===== config.mk =====
export PLATFORM = sky130hd
export DESIGN_NAME = rx_control
export DESIGN_NICKNAME = d
export VERILOG_FILES = /design/src/verilog/uart_rx_cfg_pkg.sv /design/src/verilog/uart_rx_types_pkg.sv /design/src/verilog/rx_control.sv
export SDC_FILE = /design/constraint.sdc
export NUM_CORES = 1
export LEC_CHECK = 0
export BUFFER_PORTS_ARGS = -buffer_cell sky130_fd_sc_hd__buf_4
export CAP_MARGIN = 10
export CORE_MARGIN = 2
export CORE_UTILIZATION = 59
export CTS_BUF_LIST = sky130_fd_sc_hd__clkbuf_16
export DETAILED_ROUTE_END_ITERATION = 10
export PLACE_DENSITY = 0.81
export REMOVE_ABC_BUFFERS = 1
export SYNTH_ARGS = -nofsm -noshare
export SYNTH_HDL_FRONTEND = slang
export SYNTH_SLANG_ARGS = --single-unit

===== constraint.sdc =====
create_clock -name clk -period 4.9 [get_ports clk]
set_input_delay 1.225 -clock clk [delete_from_list [all_inputs] [get_ports clk]]
set_output_delay 1.225 -clock clk [all_outputs]
set_load 0.05 [all_outputs]

===== src/verilog/uart_rx_cfg_pkg.sv =====
`default_nettype none

package uart_rx_cfg_pkg;

  // --------------------
  // oversampling
  // --------------------
  localparam int unsigned OVERSAMPLE = 16;                  // baud ticks per bit
  localparam int unsigned TICK_CNT_W = $clog2(OVERSAMPLE);

  // sample points within one bit period
  localparam int unsigned START_MID    = 8;   // start bit confirmed here
  localparam int unsigned SAMPLE_POINT = 15;  // data and parity bits
  localparam int unsigned STOP_CHECK   = 14;  // stop bit level check
  localparam int unsigned STOP_END     = 15;
  localparam int unsigned WAIT_LIMIT   = 6;   // max ticks waiting for a high line

  // --------------------
  // widths
  // --------------------
  localparam int unsigned DATA_W     = 8;
  localparam int unsigned SHIFT_W    = DATA_W + 1;  // data plus parity
  localparam int unsigned BIT_CNT_W  = 4;
  localparam int unsigned FILTER_LEN = 3;           // majority voter depth

endpackage

`default_nettype wire


===== src/verilog/uart_rx_types_pkg.sv =====
`default_nettype none

package uart_rx_types_pkg;

  // receive FSM
  typedef enum logic [1:0] {
    st_idle = 2'd0,  // hunting for a start bit
    st_data = 2'd1,  // data and parity bits
    st_stop = 2'd2,
    st_wait = 2'd3   // line still low after the stop bit
  } rx_state_t;

  // frame format, coded as {bit8, parity_en}
  typedef enum logic [1:0] {
    fmt_7n = 2'b00,
    fmt_7p = 2'b01,
    fmt_8n = 2'b10,
    fmt_8p = 2'b11
  } frame_fmt_t;

endpackage

`default_nettype wire

===== src/verilog/rx_control.sv =====
`default_nettype none

module rx_control (
  input  wire                           clk,
  input  wire                           aresetn,
  input  wire                           baud_tick,
  input  wire                           rx_filtered,
  input  wire                           bit8,
  input  wire                           parity_en,
  output logic                          shift_en,
  output logic                          frame_clear,
  output logic                          frame_done,
  output logic                          stop_check,
  output uart_rx_types_pkg::frame_fmt_t frame_fmt
);

  uart_rx_types_pkg::rx_state_t            state;
  logic [uart_rx_cfg_pkg::TICK_CNT_W-1:0]  tick_cnt;
  logic [uart_rx_cfg_pkg::BIT_CNT_W-1:0]   bit_cnt;     // bits sampled so far
  logic [uart_rx_cfg_pkg::BIT_CNT_W-1:0]   last_idx;    // index of the final bit
  logic [uart_rx_cfg_pkg::BIT_CNT_W-1:0]   frame_bits;
  logic                                    start_ok;
  logic                                    tick_clr;

  assign frame_fmt = uart_rx_types_pkg::frame_fmt_t'({bit8, parity_en});

  // bits after the start bit with parity included
  always_comb
  begin
    case (frame_fmt)
      uart_rx_types_pkg::fmt_7n: frame_bits = uart_rx_cfg_pkg::BIT_CNT_W'(7);
      uart_rx_types_pkg::fmt_8p: frame_bits = uart_rx_cfg_pkg::BIT_CNT_W'(9);
      default:                   frame_bits = uart_rx_cfg_pkg::BIT_CNT_W'(8);
    endcase
  end

  assign start_ok = (state == uart_rx_types_pkg::st_idle) &&
                    (tick_cnt == uart_rx_cfg_pkg::START_MID);

  // --------------------
  // tick counter
  // --------------------
  always_comb
  begin
    case (state)
      uart_rx_types_pkg::st_idle:
        tick_clr = rx_filtered || (tick_cnt == uart_rx_cfg_pkg::START_MID);
      uart_rx_types_pkg::st_wait:
        tick_clr = rx_filtered || (tick_cnt == uart_rx_cfg_pkg::WAIT_LIMIT);
      default:
        tick_clr = 1'b0;  // wraps once per bit
    endcase
  end

  always_ff @(posedge clk or negedge aresetn)
  begin
    if (!aresetn)
    begin
      tick_cnt <= '0;
    end
    else if (baud_tick)
    begin
      tick_cnt <= tick_clr ? '0 : tick_cnt + 1'b1;
    end
  end

  // --------------------
  // receive FSM
  // --------------------
  always_ff @(posedge clk or negedge aresetn)
  begin
    if (!aresetn)
    begin
      state <= uart_rx_types_pkg::st_idle;
    end
    else if (baud_tick)
    begin
      case (state)
        uart_rx_types_pkg::st_idle:
        begin
          if (start_ok)
            state <= uart_rx_types_pkg::st_data;
        end
        uart_rx_types_pkg::st_data:
        begin
          if (frame_done)
            state <= uart_rx_types_pkg::st_stop;
        end
        uart_rx_types_pkg::st_stop:
        begin
          if (tick_cnt == uart_rx_cfg_pkg::STOP_END)
            state <= uart_rx_types_pkg::st_wait;
        end
        default:
        begin
          if (rx_filtered || (tick_cnt == uart_rx_cfg_pkg::WAIT_LIMIT))
            state <= uart_rx_types_pkg::st_idle;
        end
      endcase
    end
  end

  // bit counter and frame length
  always_ff @(posedge clk or negedge aresetn)
  begin
    if (!aresetn)
    begin
      bit_cnt  <= '0;
      last_idx <= uart_rx_cfg_pkg::BIT_CNT_W'(8);
    end
    else
    begin
      if (frame_clear)
        bit_cnt <= '0;
      else if (shift_en)
        bit_cnt <= bit_cnt + 1'b1;
      if (baud_tick && start_ok)
        last_idx <= frame_bits - 1'b1;  // format is fixed from here on
    end
  end

  // --------------------
  // strobes
  // --------------------
  assign shift_en    = baud_tick && (state == uart_rx_types_pkg::st_data) &&
                       (tick_cnt == uart_rx_cfg_pkg::SAMPLE_POINT);
  assign frame_clear = baud_tick && (state == uart_rx_types_pkg::st_idle);
  assign frame_done  = shift_en && (bit_cnt == last_idx);
  assign stop_check  = baud_tick && (state == uart_rx_types_pkg::st_stop) &&
                       (tick_cnt == uart_rx_cfg_pkg::STOP_CHECK);

  // sampling stays inside a frame and never runs past its last bit
  a_no_shift_in_idle: assert property (@(posedge clk) disable iff (!aresetn)
    shift_en |-> (state != uart_rx_types_pkg::st_idle) && (bit_cnt <= last_idx));

  // the final sample hands over to the stop bit
  a_done_ends_data: assert property (@(posedge clk) disable iff (!aresetn)
    frame_done |-> shift_en ##1 (state == uart_rx_types_pkg::st_stop));

endmodule

`default_nettype wire


======== Word-level counts from Yosys, hierarchy flattened ========
Cells that the tools add are included.
word-level totals
  bits in registers ....................... 14
  output and inout port bits .............. 6
  word-level logic and storage cells ...... 44
  input port bits ......................... 6
operators by class
  equal/unequal tests ..................... 12
  reductions and logical operators ........ 15
  add/subtract/negate cells ............... 3
  multiplexer cells ....................... 10
operators with widths
  operator                                                               number
  4-bit equality test, second input constant                             3
  4-bit two-way mux                                                      3
  4-bit by 1-bit adder with 4-bit output, second input constant          2
  1-bit logical AND                                                      8
  2-bit two-way mux                                                      4
  4-bit one-hot mux with 2 select lines                                  1
  2-bit equality test, second input constant                             3
  2-bit != test, second input constant                                   3
  2-bit one-hot mux with 3 select lines                                  1
  5-bit AND reduction                                                    1
  4-bit by 3-bit equality test with 1-bit output, second input constant  1
  4-bit equality test                                                    1
  2-bit zero test                                                        2
  4-bit nonzero test                                                     1
  4-bit by 1-bit subtractor with 4-bit output, second input constant     1
  2-bit by 1-bit equality test with 1-bit output, second input constant  1
  1-bit logical OR                                                       2
  1-bit one-hot mux with 2 select lines                                  1
  2-bit nonzero test                                                     1

======== Logic depth before layout (Yosys ltp) ========
Gate-level depths: netlist (run 1).
  depth in word-level cells ............... 6
  depth in mapped cells ................... 7
  mapped depth without buffers ............ 7

======== Least setup slack after synthesis (run 1) ========
No wires, ideal clock.
  path kind ............................... input port to output port
  from .................................... in baud_tick
  to ...................................... out frame_done
  setup slack ............................. 1.549 ns
  arrival ................................. 2.126 ns
  path buffers ............................ 1
  cell stages on the path ................. 3
  required time ........................... 3.675 ns
  path through ............................ buf_4 -> nand3_4 -> nor2_1
between the ends
  word-level cells in the longest chain between the ends .. 3
ends and longest elaborated chain
  what                             line               text
  start, declared                  rx_control.sv:6    input wire baud_tick,
  1-bit logical AND (2 in series)  rx_control.sv:125  assign shift_en = baud_tick && (state == uart_rx_types_pkg::st_data) &&
  1-bit logical AND                rx_control.sv:128  assign frame_done = shift_en && (bit_cnt == last_idx);
  end, declared                    rx_control.sv:12   output logic frame_done,
No other way between the ends.

======== Final worst setup path (run 1) ========
  from .................................... in baud_tick
  to ...................................... out frame_clear
between the ends
  word-level cells in the longest chain between the ends .. 1
ends and longest elaborated chain
  what               line               text
  1-bit logical AND  rx_control.sv:127  assign frame_clear = baud_tick && (state == uart_rx_types_pkg::st_idle);
  end, declared      rx_control.sv:11   output logic frame_clear,
No other way between the ends.

==> results.sh, run 1 <==
export IMPL_cts_hold_buf=0
export IMPL_fin_crit_ps=3150
export IMPL_placed_area_sq_um=966
export IMPL_cts_resized=0
export IMPL_vdd_drop_max_v=0.000378
export IMPL_wl_mm=1.63
export IMPL_synth_warnings=0
export IMPL_fin_crit_sh_pct=64.4
export IMPL_globalRoute_totalOverflow=0
export IMPL_rows=14
export IMPL_switchingPower_mw=0.209
export IMPL_hpwl_mm=1.24
export IMPL_synth_area_sq_um=903
export IMPL_p_comb_share_pct=40.3
export IMPL_pin_count=12
export IMPL_path_class="in -> out"
export IMPL_clkPwrFrac_pct=27.3
export IMPL_area_growth_synth_to_final_pct=15.8
export IMPL_grt_max_degree=14
export IMPL_fmax_mhz=317
export IMPL_grt_use_total_pct=21.0
export IMPL_wirelength_met1_um=724
export IMPL_wl_met2_um=772
export IMPL_n_antenna_cell=0
export IMPL_drc=0
export IMPL_vias=664
export IMPL_dieArea_sq_um=1860
export IMPL_root_buffer="clkbuf_16"
export IMPL_tightestPinTransition_ps=355
export IMPL_grt_pass1_wl_mm=2.75
export IMPL_slowest_delay_ps=290
export IMPL_drtPass1Iterations=4
export IMPL_final_cells=114
export IMPL_drv_slew=0
export IMPL_crit_slowest_cell="and2_0"
export IMPL_nets=115
export IMPL_fin_worst_skew_ps=2.55
export IMPL_core_sq_um=1470
export IMPL_share_seq_of_total_power_pct=32.4
export IMPL_ys_seq_elements=13
export IMPL_synth_cell_type_count=31
export IMPL_finalSetupViolCount=0
export IMPL_grt_pass1_vias=582
export IMPL_cp_required_ps=3670
export IMPL_layout_drive_gt1_share_pct=24.5
export IMPL_cp_start_kind="input pin"
export IMPL_portBuffers=11
export IMPL_endpoint_kind="output pin"
export IMPL_outcome="finished clean"
export IMPL_routabilityCongestion=0.769
export IMPL_htree_levels=1
export IMPL_final_cell_mix="dfrtp_1, buf_4, ha_1"
export IMPL_arrival_ps=1930
export IMPL_synthCells=89
export IMPL_slew_limit_headroom_pct=76.1
export IMPL_drtIter0Drc=24
export IMPL_crit_path_max_fanout=10
export IMPL_dpl_cell_count=110
export IMPL_internal_power_mw=0.355
export IMPL_hold_viol_final=0
export IMPL_clock_latency_ps=240
export IMPL_critPathMostFrequentCell="buf_4"
export IMPL_finalHoldWorstSlack_ps=535
export IMPL_vias_per_cell=5.82
export IMPL_sw_frac_of_total_pct=37.1
export IMPL_max_cap_violations=0
export IMPL_wl_met3_um=97
export IMPL_drt_wirelength_per_cell_um=14.3
export IMPL_cp_cell_sequence="buf_4 -> and2_0 -> buf_4"
export IMPL_dieHeight_um=43.1
export IMPL_path_clk_slew_ps=50
export IMPL_tns_ps=0
export IMPL_dieWidth_um=43.1
export IMPL_cts_buffers=3
export IMPL_ant_nets=0
export IMPL_rsz0062_at_grt="no"
export IMPL_cts_sinks=13
export IMPL_final_common_cell="dfrtp_1"
export IMPL_start_util_pct=61.4
export IMPL_fin_area_sq_um=1050
export IMPL_antenna_found_initial=0
export IMPL_syn_avg_cell_area_sq_um=10.2
export IMPL_cts_buffer_depth=2
export IMPL_top_layer="met4"
export IMPL_synth_seq_area_share_pct=36.1
export IMPL_post_cts_buffers=0
export IMPL_hold_class="reg -> reg"
export IMPL_cts_tree="built"
export IMPL_p_leak_nw=0.494
export IMPL_powerDensity_nw_per_um2=540
-- final cells by class --
| class | count | area [sq um] |
|---|---|---|
| Multi-Input combinational cell | 64 | 514 |
| Fill cell | 115 | 425 |
| Sequential cell | 13 | 327 |
| Timing Repair Buffer | 11 | 82.6 |
| Clock buffer | 3 | 75.1 |
| Inverter | 6 | 22.5 |
| Tap cell | 16 | 20.0 |
| Clock inverter | 1 | 5.00 |
-- per-stage QoR --
step / utilization, % / power [mW] / setup slack [ps]
after CTS: 71.1 / 0.570 / 1750
after global routing: 71.1 / 0.605 / 1710
after floorplan: - / 0.353 / 1710
after global placement: 65.6 / 0.400 / 1770
after detailed placement: 65.6 / 0.411 / 1750
final: 71.1 / 0.565 / 1750
-- path summary, 6_finish.rpt --
kind                       slack, ps         from  cells past startpoint          end
max                             1750    baud_tick                      3  frame_clear
max in group asynchronous       3850      aresetn                      1  last_idx[3]
min                              540  last_idx[0]                      1  last_idx[0]
min in group asynchronous        820      aresetn                      1   bit_cnt[2]
min reg2reg                      540  last_idx[0]                      1  last_idx[0]
max reg2reg                     3070     state[0]                      5  last_idx[0]
-- Yosys cell counts --
library cell   n  area [sq um]
dfrtp_1       12           300
ha_1          10           125
nand2_1        8          30.0
inv_1          6          22.5
nor2_1         6          22.5
o21ai_0        5          25.0
xnor2_1        5          43.8
buf_4          4          30.0
nand4b_1       3          26.3
buf_2          2          10.0
mux2_2         2          22.5
mux2i_1        2          20.0
nand2b_1       2          12.5
nand3_1        2          10.0
nand3b_1       2          15.0
nand4_1        2          12.5
xor2_1         2          17.5
a21oi_1        1          5.00
a22oi_4        1          21.3
a31oi_1        1          6.26
and2_0         1          6.26
and3_1         1          6.26
and3_4         1          11.3
dfstp_2        1          26.3
mux2_4         1          15.0
nand3_4        1          17.5
nor3_1         1          5.00
o2111ai_2      1          15.0
o21ai_2        1          8.76
o22ai_1        1          6.26
o31ai_1        1          7.51
-- logic make-up (layout without fill, tap and decap cells) --
kind of cell             after synthesis  in the layout  synth area share [%]
flip-flops                            13             13                  36.2
AND/OR/NAND/NOR                       30             30                  19.4
buffers and inverters                 12             21                  6.93
adder cells (fa/ha/maj)               10             10                  13.9
XOR/XNOR                               7              7                  6.79
multiplexers                           5              5                  6.37
AO/OA/AOI/OAI                         12             12                  10.5
-- state kept, by name, summed over array words and instances, names as in the netlist --
signal / cells
state: 2
bit_cnt: 4
last_idx: 3
tick_cnt: 4
-- worst max-delay path, delay by kind of cell --
kind | cells | cell delay (ps)
buffers and inverters | 2 | 410
and+or+nand+nor | 1 | 290
-- layer usage --
metal | vias up | global-route usage, %
met5 | - | 0
met4 | 0 | 14.5
met3 | 4 | 5.11
met2 | 19 | 29.9
met1 | 317 | 27.6
li1 | 324 | -
-- power groups by stage --
| stage | sequential (mW) | clock [mW] | combinational, mW |
|---|---|---|---|
| floorplan | 0.172 | 0 | 0.181 |
| global placement | 0.182 | 0 | 0.219 |
| detailed placement | 0.185 | 0 | 0.226 |
| CTS | 0.183 | 0.158 | 0.229 |
| global route | 0.189 | 0.164 | 0.252 |
| finish | 0.183 | 0.154 | 0.227 |
(Power assumes the default switching activity.)
==> inputs of run 2 (changes only) <==
--- a/config.mk
+++ b/config.mk
@@ -7,11 +7,12 @@
 export LEC_CHECK = 0
 export BUFFER_PORTS_ARGS = -buffer_cell sky130_fd_sc_hd__buf_4
 export CAP_MARGIN = 10
+export CORE_ASPECT_RATIO = 0.75
 export CORE_MARGIN = 2
-export CORE_UTILIZATION = 59
+export CORE_UTILIZATION = 50
 export CTS_BUF_LIST = sky130_fd_sc_hd__clkbuf_16
 export DETAILED_ROUTE_END_ITERATION = 10
-export PLACE_DENSITY = 0.81
+export PLACE_DENSITY = 0.73
 export REMOVE_ABC_BUFFERS = 1
 export SYNTH_ARGS = -nofsm -noshare
 export SYNTH_HDL_FRONTEND = slang
==> constraint.sdc (replaced) <==
create_clock -name clk -period 2.9 [get_ports clk]
set_input_delay 0.725 -clock clk [delete_from_list [all_inputs] [get_ports clk]]
set_output_delay 0.725 -clock clk [all_outputs]
set_load 0.05 [all_outputs]
==> results.sh, run 2 (synthesized netlist as in run 1, its figures left out) <==
export IMPL_routabilityCongestion=0.721
export IMPL_arrival_ps=1680
export IMPL_crit_slowest_cell="dfrtp_1"
export IMPL_cts_buffers=3
export IMPL_vdd_drop_max_v=0.000613
export IMPL_drt_wirelength_per_cell_um=13.6
export IMPL_antenna_found_initial=0
export IMPL_cp_cell_sequence="inv_1 -> ha_1 -> and2_0 -> buf_4"
export IMPL_sw_frac_of_total_pct=37.0
export IMPL_final_common_cell="dfrtp_1"
export IMPL_nets=115
export IMPL_grt_max_degree=14
export IMPL_post_cts_buffers=0
export IMPL_n_antenna_cell=0
export IMPL_internal_power_mw=0.601
export IMPL_drv_slew=0
export IMPL_pin_count=12
export IMPL_core_sq_um=1720
export IMPL_portBuffers=11
export IMPL_final_cells=120
export IMPL_dieHeight_um=40.8
export IMPL_p_leak_nw=0.494
export IMPL_cts_tree="built"
export IMPL_crit_path_max_fanout=6
export IMPL_globalRoute_totalOverflow=0
export IMPL_path_class="reg -> out"
export IMPL_share_seq_of_total_power_pct=32.2
export IMPL_clock_latency_ps=240
export IMPL_slew_limit_headroom_pct=77.2
export IMPL_hpwl_mm=1.23
export IMPL_fin_crit_ps=2400
export IMPL_grt_pass1_vias=619
export IMPL_max_cap_violations=0
export IMPL_fin_crit_sh_pct=82.8
export IMPL_grt_pass1_wl_mm=2.82
export IMPL_dpl_cell_count=116
export IMPL_final_cell_mix="dfrtp_1, buf_4, ha_1"
export IMPL_start_util_pct=52.4
export IMPL_fin_worst_skew_ps=1.51
export IMPL_hold_viol_final=0
export IMPL_layout_drive_gt1_share_pct=24.5
export IMPL_drtPass1Iterations=4
export IMPL_p_comb_share_pct=40.1
export IMPL_cp_start_kind="flip-flop"
export IMPL_grt_use_total_pct=19.7
export IMPL_endpoint_kind="output pin"
export IMPL_drtIter0Drc=5
export IMPL_root_buffer="clkbuf_16"
export IMPL_wl_mm=1.63
export IMPL_fmax_mhz=416
export IMPL_drc=0
export IMPL_ant_nets=0
export IMPL_tns_ps=0
export IMPL_finalSetupViolCount=0
export IMPL_cts_buffer_depth=2
export IMPL_dieWidth_um=53.1
export IMPL_rows=13
export IMPL_area_growth_synth_to_final_pct=16.6
export IMPL_cp_required_ps=2170
export IMPL_tightestPinTransition_ps=340
export IMPL_rsz0062_at_grt="no"
export IMPL_clkPwrFrac_pct=27.7
export IMPL_hold_class="in -> async"
export IMPL_cts_hold_buf=0
export IMPL_htree_levels=1
export IMPL_cts_sinks=13
export IMPL_switchingPower_mw=0.353
export IMPL_path_clk_slew_ps=50
export IMPL_reg_largest_list="bit_cnt (4), tick_cnt (4), last_idx (3)"
export IMPL_outcome="finished clean"
export IMPL_vias_per_cell=5.30
export IMPL_cts_resized=0
export IMPL_powerDensity_nw_per_um2=906
export IMPL_slowest_delay_ps=400
export IMPL_dieArea_sq_um=2170
export IMPL_vias=636
[run 2: final timing paths]
kind	cells after the start	endpoint	from	slack, ps
max	4	frame_clear	state[0]	500
min	1	last_idx[2]	aresetn	320
max reg2reg	5	last_idx[0]	state[0]	1040
min reg2reg	2	last_idx[2]	last_idx[2]	540
max in group asynchronous	1	last_idx[3]	aresetn	2350
min in group clk	2	last_idx[2]	last_idx[2]	540
[run 2: area by class of cell]
cell class | count | area [sq um]
Fill cell | 155 | 671
Multi-Input combinational cell | 64 | 514
Sequential cell | 13 | 327
Timing Repair Buffer | 11 | 82.6
Clock buffer | 3 | 75.1
Tap cell | 22 | 27.5
Inverter | 6 | 22.5
Clock inverter | 1 | 5.00
[run 2: critical path, delay by kind of cell, from the launching register on]
kind          cells  cell delay, ps
fa+ha+maj         1             300
buf+inv           2             380
flops             1             400
simple gates      1             360
[run 2: per-stage QoR]
step	util, %	area, sq um	total power, mW	setup WS, ps	hold WS (ps)
global route	61.1	1050	1.03	425	326
detailed placement	56.5	973	0.693	711	539
finish	61.1	1050	0.954	498	319
floorplan	-	863	0.596	660	429
CTS	61.1	1050	0.959	521	323
global placement	56.5	973	0.679	754	532
[run 2: layer usage]
metal	GRT usage [%]	share of wire (%)
met5	0	0
met3	9.49	5.5
met1	22.9	50
met4	7.69	1.8
met2	31.9	43
[run 2: power groups by stage]
stage / combinational, mW / clock [mW] / sequential (mW)
floorplan: 0.306 / 0 / 0.290
CTS: 0.387 / 0.267 / 0.306
detailed placement: 0.385 / 0 / 0.308
global route: 0.434 / 0.276 / 0.317
finish: 0.383 / 0.264 / 0.307
global placement: 0.375 / 0 / 0.305
