**config.mk**
```make
export PLATFORM = sky130hd
export DESIGN_NAME = rx_shift_parity
export DESIGN_NICKNAME = d
export VERILOG_FILES = /design/src/verilog/uart_rx_cfg_pkg.sv /design/src/verilog/uart_rx_types_pkg.sv /design/src/verilog/rx_shift_parity.sv
export SDC_FILE = /design/constraint.sdc
export NUM_CORES = 1
export LEC_CHECK = 0
export BUFFER_PORTS_ARGS = -buffer_cell sky130_fd_sc_hd__buf_2
export CORE_AREA = 2 2 39 41
export CTS_BUF_LIST = sky130_fd_sc_hd__clkbuf_4 sky130_fd_sc_hd__clkbuf_8
export DETAILED_ROUTE_END_ITERATION = 6
export DIE_AREA = 0 0 41 43
export PLACE_DENSITY = 0.71
export SLEW_MARGIN = 5
export SYNTH_ARGS = -nofsm -noshare
export SYNTH_HDL_FRONTEND = slang
export SYNTH_SLANG_ARGS = --single-unit
```
**constraint.sdc**
```tcl
create_clock -name clk -period 1.4 [get_ports clk]
set_clock_uncertainty 0.15 [all_clocks]
set_input_delay 0.14 -clock clk [delete_from_list [all_inputs] [get_ports clk]]
set_output_delay 0.14 -clock clk [all_outputs]
set_load 0.05 [all_outputs]
```
**src/verilog/uart_rx_cfg_pkg.sv**
```systemverilog
`default_nettype none

package uart_rx_cfg_pkg;

  // --------------------
  // oversampling
  // --------------------
  localparam int unsigned OVERSAMPLE = 16;                  // baud ticks per bit
  localparam int unsigned TICK_CNT_W = $clog2(OVERSAMPLE);

  // sample points within one bit period
  localparam int unsigned START_MID    = 8;   // start bit confirmed here
  localparam int unsigned SAMPLE_POINT = 15;  // data and parity bits
  localparam int unsigned STOP_CHECK   = 14;  // stop bit level check
  localparam int unsigned STOP_END     = 15;
  localparam int unsigned WAIT_LIMIT   = 6;   // max ticks waiting for a high line

  // --------------------
  // widths
  // --------------------
  localparam int unsigned DATA_W     = 8;
  localparam int unsigned SHIFT_W    = DATA_W + 1;  // data plus parity
  localparam int unsigned BIT_CNT_W  = 4;
  localparam int unsigned FILTER_LEN = 3;           // majority voter depth

endpackage

`default_nettype wire

```
**src/verilog/uart_rx_types_pkg.sv**
```systemverilog
`default_nettype none

package uart_rx_types_pkg;

  // receive FSM
  typedef enum logic [1:0] {
    st_idle = 2'd0,  // hunting for a start bit
    st_data = 2'd1,  // data and parity bits
    st_stop = 2'd2,
    st_wait = 2'd3   // line still low after the stop bit
  } rx_state_t;

  // frame format, coded as {bit8, parity_en}
  typedef enum logic [1:0] {
    fmt_7n = 2'b00,
    fmt_7p = 2'b01,
    fmt_8n = 2'b10,
    fmt_8p = 2'b11
  } frame_fmt_t;

endpackage

`default_nettype wire
```
**src/verilog/rx_shift_parity.sv**
```systemverilog
`default_nettype none

module rx_shift_parity (
  input  wire                                 clk,
  input  wire                                 aresetn,
  input  wire                                 rx_filtered,
  input  wire                                 shift_en,
  input  wire                                 frame_clear,
  input  wire                                 frame_done,
  input  var  uart_rx_types_pkg::frame_fmt_t  frame_fmt,
  input  wire                                 odd_n_even,
  output logic [uart_rx_cfg_pkg::DATA_W-1:0]  rx_data,
  output logic                                parity_fail
);

  logic [uart_rx_cfg_pkg::SHIFT_W-1:0] shift_q;
  logic [uart_rx_cfg_pkg::SHIFT_W-1:0] shift_d;     // shift_q with the current bit in
  logic                                par_acc;     // xor of data bits so far
  logic                                has_parity;
  logic                                is_8bit;

  assign has_parity = (frame_fmt == uart_rx_types_pkg::fmt_7p) ||
                      (frame_fmt == uart_rx_types_pkg::fmt_8p);
  assign is_8bit    = (frame_fmt == uart_rx_types_pkg::fmt_8n) ||
                      (frame_fmt == uart_rx_types_pkg::fmt_8p);

  // --------------------
  // shift register
  // --------------------
  // LSB first with the entry point set by the frame length
  always_comb
  begin
    case (frame_fmt)
      uart_rx_types_pkg::fmt_7n:
        shift_d = {2'b00, rx_filtered, shift_q[uart_rx_cfg_pkg::DATA_W-2:1]};
      uart_rx_types_pkg::fmt_8p:
        shift_d = {rx_filtered, shift_q[uart_rx_cfg_pkg::SHIFT_W-1:1]};
      default:
        shift_d = {1'b0, rx_filtered, shift_q[uart_rx_cfg_pkg::DATA_W-1:1]};
    endcase
  end

  always_ff @(posedge clk)
  begin
    if (frame_clear)
      shift_q <= '0;
    else if (shift_en)
      shift_q <= shift_d;
  end

  // running parity
  always_ff @(posedge clk or negedge aresetn)
  begin
    if (!aresetn)
    begin
      par_acc <= 1'b0;
    end
    else if (frame_clear)
    begin
      par_acc <= 1'b0;
    end
    else if (shift_en)
    begin
      par_acc <= par_acc ^ rx_filtered;
    end
  end

  // --------------------
  // frame result
  // --------------------
  // last bit is still on the line at frame_done so take it from shift_d
  assign rx_data = {shift_d[uart_rx_cfg_pkg::DATA_W-1] & is_8bit,
                    shift_d[uart_rx_cfg_pkg::DATA_W-2:0]};

  // parity bit is the one being sampled right now
  assign parity_fail = frame_done && has_parity && (par_acc ^ rx_filtered ^ odd_n_even);

endmodule

`default_nettype wire

```
# Word level (Yosys, flattened, before mapping)
# Index checks and enable logic that the tools add are counted.
# totals
out_inout_bits	9
inputBits	9
register_bits	10
wordCells	17
# op_classes
eq_ne	3
n_reduce_logical	6
n_mux	3
bitwise	3
# ops
operator	count
case mux 9 bit (2 select lines)	1
equality test 2 bit (second input constant)	2
equality test 2 x 1 -> 1 bit (second input constant)	1
logical AND 1 bit	2
zero test 2 bit	1
logical OR 1 bit	2
two-way mux 1 bit	2
nonzero test 2 bit	1
bitwise XOR 1 bit	2
bitwise AND 1 bit	1

# Logic depth before layout (Yosys ltp)
# Gate-level depths: netlist of run 1.
# depth
ltp_word	4
depth_mapped	5
ltp_nobuf	4

# Worst setup path after synthesis of run 1
# OpenSTA, ideal clock, no wires.
# synth_timing
path_kind	input to output
start	in frame_fmt[0]
end	out rx_data[7] (netlist name)
stages	4
n_path_buf	0
t_required_ps	1110
path_slack_ps	-345
t_arrival_ps	1455
cell_sequence	inv_1 -> ha_1 -> nand3b_1 -> a21oi_1
# synth_between
elab_chain_len	3
word_cells_on_any_way	6
classes_between	eq/ne (2); mux (1); bitwise (1); reduce/logical (2)
# synth_rtl
item	line_no	rtl
start, declared	rx_shift_parity.sv:10	input var uart_rx_types_pkg::frame_fmt_t frame_fmt,
equality test 2 bit (tied with other cells)	rx_shift_parity.sv:25, rx_shift_parity.sv:33	
case mux 9 bit (2 select lines) / logical OR 1 bit (equally long branches)	rx_shift_parity.sv:33, rx_shift_parity.sv:24	
bitwise AND 1 bit *	rx_shift_parity.sv:72	assign rx_data = {shift_d[uart_rx_cfg_pkg::DATA_W-1] & is_8bit,
end, declared	rx_shift_parity.sv:12	output logic [uart_rx_cfg_pkg::DATA_W-1:0] rx_data,
# Mark *: on every way between the ends. The rest lies on a longest branch, timed or not.

# Final worst setup path of run 1
# layout_timing
start	reg par_acc
end	out parity_fail
# layout_between
elab_chain_len	3
# layout_rtl
item	line_no	rtl
start, declared	rx_shift_parity.sv:18	logic par_acc;
start signal, assigned	rx_shift_parity.sv:64	par_acc <= par_acc ^ rx_filtered;
bitwise XOR 1 bit (2 in a row)	rx_shift_parity.sv:76	assign parity_fail = frame_done && has_parity && (par_acc ^ rx_filtered ^ odd_n_even);
logical AND 1 bit	rx_shift_parity.sv:76	
end, declared	rx_shift_parity.sv:13	output logic parity_fail
# No other way between the ends.

==> qor.csv, run 1 <==
stage,metric,value,unit
run,cap_violations,0,
timing,fin_ws,-0.0485,ns
synthesis,syn_area_per_cell,9.38,um^2
final_layout,multiInputGateArea,288,um^2
final_layout,drive_above_1_share,0.506,
timing,slew_violations,0,
worst_setup_path,worstPathRequired,1.11,ns
final_layout,seqCellArea,186,um^2
power_and_ir_drop,power,640,uW
power_and_ir_drop,power.switching,192,uW
outcome,status,finished with violations,
clock_network,cts.clk_slew.worst_paths,0.07,ns
detailed_routing,dr.pass1.iters,4,
synthesis,synth_cells,54,
power_and_ir_drop,vdd_drop_max,0.289,mV
timing,rsz0062_at_grt,true,
power_and_ir_drop,switching_share,0.301,
outcome,violations,setup timing,
die,num_rows,14,
global_route,antenna_found_initial,0,
die,start_util,0.366,
timing,fmax,690,MHz
worst_setup_path,crit_arrival,1.16,ns
timing,tightest_slew,0.282,ns
final_layout,syn_to_final_growth,43.0,%
power_and_ir_drop,p_leak,0.000355,uW
final_layout,antennaDiodeCount,0,
worst_setup_path,critPathLaunchType,register,
hold_path,min_path_type,input pin to asynchronous set/reset pin,
detailed_routing,routed_wl,954,um
clock_network,cts_root_buffer,clkbuf_4,
synthesis,ys_warn_count,0,
worst_setup_path,critPathKind,register to output pin,
detailed_routing,vias,435,
clock_network,cts_tree,yes,
timing,setup_viol,1,
worst_setup_path,reg2reg_slack,0.42,ns
global_route,overflow,0,
global_route,grt_max_degree,14,
timing,period_minus_slack,1.45,ns
placed_design,placed_area,627,um^2
detailed_routing,wl_per_cell,10.3,um
synthesis,synth_cell_type_count,17,
placed_design,io_buffers,17,
global_route,grtUsageTotal,0.132,
final_layout,final_cell_area,724,um^2
clock_network,clock_path_buffers,2,
worst_setup_path,crit_path_end_kind,output pin,
power_and_ir_drop,p_int,447,uW
power_and_ir_drop,powerDensity,883,mW/mm^2
clock_network,clk_latency,0.27,ns
die,core-area,0.00138,mm^2
detailed_routing,dr.first_iter.drc_count,8,
final_layout,nFillCells,135,
die,die_h,43,um
synthesis,seq_area_frac_synth,0.365,
timing,fin_crit_sh,1.03,
final_layout,final_common_cell,buf_2,
worst_setup_path,critPathMaxFanout,3,
power_and_ir_drop,combPwrFrac,0.256,
synthesis,synth_area,507,um^2
timing,hold_viol,0,
die,num_io_pins,18,
detailed_routing,drc_errors,0,
clock_network,numCtsBuffers,3,
placed_design,gp_congestion,0.662,
global_route,grt_pass1_wl,1500,um
synthesis,synth.net_count,67,
clock_network,cts.sinks,9,
die,die_x,41,um
detailed_routing,viasPerCell,4.68,
global_route,grt_pass1_vias,381,
placed_design,dp_hpwl,696,um
final_layout,final_cell_mix,"buf_2 (14), nor2_1 (8), buf_4 (8)",
detailed_routing,postRouteAntennaNets,0,
power_and_ir_drop,clkPwrFrac,0.321,
synthesis,synth_seq_cells,9,
final_layout,fin_nets,91,
placed_design,pre_cts_ws,-0.114,ns
die,die-area,0.00176,mm^2
timing,slew_headroom,0.812,
power_and_ir_drop,pwr-share-seq,0.423,
clock_network,cts.htree.levels,1,
[repair_timing]
item,4_1_cts,5_1_grt
resized for setup,9,5
pin swaps,4,1
setup buffers,0,1
endpoints found under the hold margin,2,0
setup endpoints to repair,3,3
hold buffers,2,0
[metal layers]
metal | GRT usage | up-vias | wire length [um]
li1 | - | 221 | -
met1 | 0.150 | 194 | 411
met2 | 0.178 | 16 | 450
met3 | 0.0524 | 4 | 52
met4 | 0.120 | 0 | 39
met5 | 0 | - | 0
[cell families after synthesis]
logic type / Yosys count / share of synthesized area
compound gates: 8 / 0.104
xor+xnor: 1 / 0.0444
fa+ha+maj: 4 / 0.0988
buf+inv: 11 / 0.141
flops: 9 / 0.365
mux: 5 / 0.0988
simple gates: 16 / 0.148
[critical path: stages, from the launching register on]
cell	delay [ns]
dfrtp_1	0.38
xnor3_1	0.26
nor2_4	0.10
buf_6	0.16
[layout make-up]
class / instances / area share
multi-input combinational: 34 / 0.397
timing repair buffer: 28 / 0.269
sequential: 9 / 0.257
clock buffer: 3 / 0.0311
tap: 16 / 0.0276
inverter: 2 / 0.0104
clock inverter: 1 / 0.00691
[power groups by stage]
stage	combinational (uW)	sequential, uW	clock (uW)
after detailed placement	143	276	0
final	164	271	205
after floorplan	103	275	0
after global routing	177	272	228
after global placement	139	276	0
after CTS	160	270	208
[sequential cells by signal, indices dropped and copies added, names as in the netlist]
register / flops
shift_q: 8
par_acc: 1
[through the flow]
step	utilization	hold slack [ns]	TNS, ns	instances
global route	0.524	0.0317	-0.122	93
CTS	0.510	0.0148	-0.0571	92
detailed placement	0.453	-0.231	-0.274	86
finish	0.524	0.0166	-0.0485	93
global placement	0.453	-0.232	-0.228	86
floorplan	-	-0.306	0	54
[Yosys cell counts]
| library cell | number | area [um^2] |
|---|---|---|
| a311oi_1 | 2 | 17.5 |
| inv_1 | 2 | 7.51 |
| nand3b_1 | 3 | 22.5 |
| ha_1 | 4 | 50.1 |
| a21bo_2 | 1 | 10.0 |
| o21ai_0 | 2 | 10.0 |
| xnor3_1 | 1 | 22.5 |
| dfrtp_1 | 1 | 25.0 |
| nand3_1 | 1 | 5.00 |
| a21oi_1 | 3 | 15.0 |
| dfxtp_1 | 8 | 160 |
| nand2b_1 | 1 | 6.26 |
| buf_1 | 1 | 3.75 |
| buf_4 | 8 | 60.1 |
| mux2i_1 | 5 | 50.1 |
| nor2_1 | 9 | 33.8 |
| nand2_1 | 2 | 7.51 |
[final timing paths]
| kind | start | to | depth (start not counted) |
|---|---|---|---|
| max | par_acc | parity_fail | 3 |
| min | aresetn | par_acc | 2 |
| max reg2reg | shift_q[8] | shift_q[7] | 2 |
| min reg2reg | shift_q[8] | shift_q[8] | 2 |
| max in group asynchronous | aresetn | par_acc | 2 |
| min in group clk | shift_en | shift_q[8] | 3 |
No activity file was read; power rests on OpenSTA's default activity.
==> run 2, diff against run 1 <==
ABC_AREA = 1   (was default)
PLACE_DENSITY = 0.73   (was 0.71)
clock period = 1.7 ns   (was 1.4 ns; I/O delays follow)
==> qor.csv, run 2 <==
stage,metric,value,unit
outcome,status,completed,
synthesis,yosysMostFrequentCell,nand2_1,
placed_design,gp_congestion,0.816,
detailed_routing,drc_errors,0,
final_layout,final_cell_area,614,um^2
die,num_rows,14,
final_layout,largest_register,shift_q,
detailed_routing,dr.pass1.iters,3,
timing,hold_viol,0,
worst_setup_path,crit_arrival,1.25,ns
global_route,grt_max_degree,13,
power_and_ir_drop,power,503,uW
synthesis,synth-main-ff-cell,dfxtp_1,
final_layout,drive_above_1_share,0.292,
clock_network,cts_root_buffer,clkbuf_4,
hold_path,whs_endpoint,shift_q[4],
synthesis,syn_area_per_cell,6.98,um^2
timing,period_minus_slack,1.57,ns
worst_setup_path,reg2reg_slack,0.73,ns
final_layout,final_cells,105,
synthesis,seq_area_frac_synth,0.349,
die,core-area,0.00138,mm^2
clock_network,cts.sinks,9,
global_route,antenna_found_initial,0,
power_and_ir_drop,powerDensity,819,mW/mm^2
timing,whs,0.0309,ns
die,die_x,41,um
global_route,grt_pass1_wl,1390,um
worst_setup_path,r2r_end,par_acc,
worst_setup_path,worstPathRequired,1.38,ns
detailed_routing,routed_wl,894,um
global_route,overflow,0,
synthesis,synth.net_count,89,
timing,fin_crit_sh,0.923,
worst_setup_path,critPathKind,input pin to output pin,
hold_path,hold_path_depth,2,
global_route,grt_pass1_vias,359,
final_layout,syn_to_final_growth,15.8,%
final_layout,largest_register_ffs,8,
final_layout,fin_nets,103,
final_layout,final_common_cell,nand2_1,
clock_network,cts.clk_slew.worst_paths,0.06,ns
synthesis,async_reset_ff_frac,0.111,
final_layout,final_cell_mix,"nand2_1 (20), buf_2 (17), inv_1 (9)",
clock_network,cts.htree.levels,1,
power_and_ir_drop,p_leak,0.000338,uW
detailed_routing,postRouteAntennaNets,0,
timing,fmax,637,MHz
timing,rsz0062_at_grt,false,
final_layout,reg_top3,"shift_q: 8 flops, par_acc: 1 flops",
placed_design,dp_hpwl,704,um
placed_design,dp.cells,100,
clock_network,postCtsSetupBuffers,0,
die,num_io_pins,18,
worst_setup_path,crit_path_end_kind,output pin,
die,start_util,0.383,
synthesis,ys_top_cells_by_count,"nand2_1 (20), inv_1 (9), a21oi_1 (8), buf_4 (8), dfxtp_1 (8)",
clock_network,clk_latency,0.26,ns
final_layout,antennaDiodeCount,0,
worst_setup_path,critPathMaxFanout,3,
placed_design,placed_area,574,um^2
timing,slew_violations,0,
power_and_ir_drop,vdd_drop_max,0.478,mV
worst_setup_path,worstReg2RegStart,par_acc,
clock_network,clock_path_buffers,2,
clock_network,cts_hold_buf,1,
hold_path,hp-start,frame_clear,
synthesis,synth_seq_cells,9,
worst_setup_path,rr_worst_depth,6,
clock_network,numCtsBuffers,3,
synthesis,yosys.area.top_type_share,0.302,
die,die_h,43,um
detailed_routing,dr.first_iter.drc_count,7,
timing,tightest_slew,0.250,ns
detailed_routing,vias,469,
placed_design,io_buffers,17,
synthesis,synth_area,531,um^2
clock_network,cts_tree,yes,
synthesis,synth-edff-count,0,
timing,slew_headroom,0.834,
synthesis,synth_cell_type_count,15,
clock_network,cts-resized-gates,0,
synthesis,synth_area_leaders,"dfxtp_1 (30%), nand2_1 (14%), buf_4 (11%)",
global_route,grtUsageTotal,0.114,
hold_path,min_path_type,input pin to register,
synthesis,synth_cells,76,
run,cap_violations,0,
detailed_routing,wl_per_cell,8.51,um
detailed_routing,viasPerCell,4.47,
die,die-area,0.00176,mm^2
synthesis,ys_warn_count,0,
timing,tns,0,ns
timing,setup_viol,0,
synthesis,synth.largest_area_cell,dfxtp_1,
worst_setup_path,critPathLaunchType,input pin,
==> run 2: how the worst max path moves through the flow <==
stage	from	end	slack, ns	cells after the start
floorplan	frame_fmt[0]	rx_data[7]	0.20	5
global placement	frame_fmt[0]	rx_data[7]	0.20	7
detailed placement	frame_fmt[0]	rx_data[7]	0.13	7
CTS	frame_fmt[0]	rx_data[7]	0.13	7
global route	par_acc	parity_fail	0.06	7
finish	frame_fmt[0]	rx_data[7]	0.13	7
==> run 2: logic make-up (layout without fill, tap and decap cells) <==
family          Yosys count  after routing  share of synthesized area
simple gates             34             34                      0.269
buf+inv                  19             32                      0.193
compound gates           10             10                     0.0943
fa+ha+maj                 4              4                     0.0943
flops                     9              9                      0.349
==> run 2: final cells by class <==
class,instances,area [um^2]
inverter,10,37.5
sequential,9,185
timing repair buffer,18,95.1
fill,140,769
multi-input combinational,48,246
clock buffer,4,30.0
tap,16,20.0
==> run 2: stage by stage <==
stage          utilization  worst slack (ns)
2_1_floorplan            -             0.200
3_3_place_gp         0.415             0.196
3_5_place_dp         0.415             0.125
4_1_cts              0.444             0.129
5_1_grt              0.444            0.0576
6_report             0.444             0.131
==> run 2: power by group <==
group	total (uW)	internal [uW]	switching, uW
Combinational	101	31.3	70.0
Clock	179	106	72.7
Sequential	223	218	4.23
Total	503	356	147
==> run 2: critical path, cell delays in order <==
cell and delay, ns:
buf_2 0.11, inv_1 0.06, ha_1 0.31, inv_1 0.09
nand3_1 0.11, a21oi_2 0.13, buf_2 0.27
==> run 2: per-layer routing <==
| layer | track usage | vias up | wire length [um] |
|---|---|---|---|
| li1 | - | 253 | - |
| met1 | 0.146 | 205 | 418 |
| met2 | 0.163 | 9 | 420 |
| met3 | 0.0366 | 2 | 39 |
| met4 | 0.0600 | 0 | 17 |
| met5 | 0 | - | 0 |
==> run 3, diff against run 2 <==
PLACE_DENSITY = 0.75   (was 0.73)
clock period = 1.4 ns   (was 1.7 ns; I/O delays follow)
==> qor.csv, run 3 (synthesis results as in run 2) <==
stage,metric,value,unit
worst_setup_path,critPathLaunchType,register,
timing,hold_viol,0,
outcome,violations,setup timing,
final_layout,syn_to_final_growth,31.1,%
detailed_routing,drc_errors,0,
power_and_ir_drop,vdd_drop_max,0.499,mV
detailed_routing,wl_per_cell,9.70,um
power_and_ir_drop,p_leak,0.000361,uW
worst_setup_path,slowest_stage,dfrtp_1,
clock_network,cts_root_buffer,clkbuf_4,
detailed_routing,postRouteAntennaNets,0,
power_and_ir_drop,powerDensity,890,mW/mm^2
worst_setup_path,crit_arrival,1.17,ns
timing,fmax,683,MHz
hold_path,min_path_type,input pin to asynchronous set/reset pin,
worst_setup_path,critPathMaxFanout,2,
die,die_x,41,um
timing,rsz0062_at_grt,true,
outcome,status,finished with violations,
worst_setup_path,critical_path.top_delay_family,flip-flops,
global_route,grt_max_degree,13,
timing,period_minus_slack,1.46,ns
worst_setup_path,path_buf_inv,2,
global_route,grt_pass1_vias,412,
worst_setup_path,critPathMaxStageDelay,0.39,ns
timing,slew_headroom,0.835,
detailed_routing,dr.first_iter.drc_count,1,
worst_setup_path,worstPathRequired,1.11,ns
global_route,antenna_found_initial,0,
placed_design,dp_hpwl,768,um
timing,fin_crit_sh,1.05,
placed_design,pre_cts_ws,-0.153,ns
die,die_h,43,um
timing,setup_viol,1,
final_layout,drive_above_1_share,0.383,
placed_design,gp_congestion,0.716,
clock_network,clk_latency,0.26,ns
global_route,grt_pass1_wl,1640,um
final_layout,nFillCells,144,
clock_network,cts.sinks,9,
timing,tns,-0.0642,ns
final_layout,antennaDiodeCount,0,
clock_network,postCtsSetupBuffers,0,
timing,slew_violations,0,
final_layout,final_cells,110,
die,num_io_pins,18,
final_layout,largest_register_ffs,8,
die,num_rows,14,
detailed_routing,vias,480,
clock_network,cts.htree.levels,1,
placed_design,dp.cells,104,
detailed_routing,viasPerCell,4.36,
die,start_util,0.383,
global_route,grtUsageTotal,0.141,
die,core-area,0.00138,mm^2
worst_setup_path,crit_path_end_kind,output pin,
detailed_routing,routed_wl,1070,um
placed_design,io_buffers,17,
final_layout,fin_nets,108,
worst_setup_path,cp_cell_sequence,inv_1 -> nand2_2 -> nand3_1 -> nand2_1 -> nor2_2 -> buf_6,
final_layout,final_common_cell,nand2_1,
worst_setup_path,critPathKind,register to output pin,
die,die-area,0.00176,mm^2
clock_network,clock_path_buffers,2,
final_layout,largest_register,shift_q,
final_layout,final_cell_mix,"nand2_1 (20), buf_2 (14), inv_1 (7), a21oi_1 (7), dfxtp_1 (7)",
clock_network,cts_tree,yes,
final_layout,reg_top3,"shift_q: 8 flops, par_acc: 1 flops",
run,cap_violations,0,
timing,tightest_slew,0.249,ns
timing,fin_ws,-0.0642,ns
clock_network,cts.clk_slew.worst_paths,0.07,ns
global_route,overflow,0,
detailed_routing,dr.pass1.iters,3,
clock_network,numCtsBuffers,3,
-- run 3: cell count changes in the layout (fill, tap and decap cells not counted), sizes merged --
cell,change
dlygate4sd3,+1
clkinv,+1
buf,+4
clkbuf,-1
-- run 3: cell type report --
cell class	instances	area [um^2]	area share
Tap cell	16	20.0	0.0288
Timing Repair Buffer	23	150	0.216
Inverter	10	37.5	0.0540
Clock buffer	3	22.5	0.0324
Multi-Input combinational cell	48	274	0.394
Clock inverter	1	5.00	0.00719
Sequential cell	9	186	0.268
-- run 3: timing repair --
item                                    in CTS  in global routing
endpoints found under the hold margin        4                  0
resized for setup                            6                  5
endpoints found under the setup margin       2                  3
hold buffers                                 2                  0
-- run 3: stage by stage --
stage	power, uW	cell area [um^2]	utilization	hold slack, ns
after floorplan	378	542	-	-0.306
after global placement	405	612	0.442	-0.233
after detailed placement	409	612	0.442	-0.234
after CTS	619	679	0.491	0.0215
after global routing	654	696	0.503	0.0286
final	619	696	0.503	0.0205
-- run 3: report_power, final --
group          total, uW  leakage, uW  switching [uW]  internal (uW)
Combinational        151     0.000264            94.3           56.4
Sequential           271    0.0000784            5.31            265
Clock                198    0.0000177            92.3            105
-- run 3: path summary, 6_finish.rpt --
| kind | to | cells after the start | from | slack (ns) |
|---|---|---|---|---|
| max in group asynchronous | par_acc | 2 | aresetn | 1.00 |
| worst max register to register | par_acc | 6 | par_acc | 0.41 |
| worst min register to register | shift_q[1] | 2 | shift_q[1] | 0.31 |
| min in group clk | shift_q[8] | 3 | rx_filtered | 0.03 |
| worst max-delay path | parity_fail | 6 | par_acc | -0.06 |
| worst min-delay path | par_acc | 2 | aresetn | 0.02 |
-- run 3: routing by layer --
layer,track usage,up-vias,wire length (um)
met5,0,-,0
met4,0.0800,0,25
met3,0.0471,4,48
met2,0.206,8,547
met1,0.174,205,445
li1,-,263,-
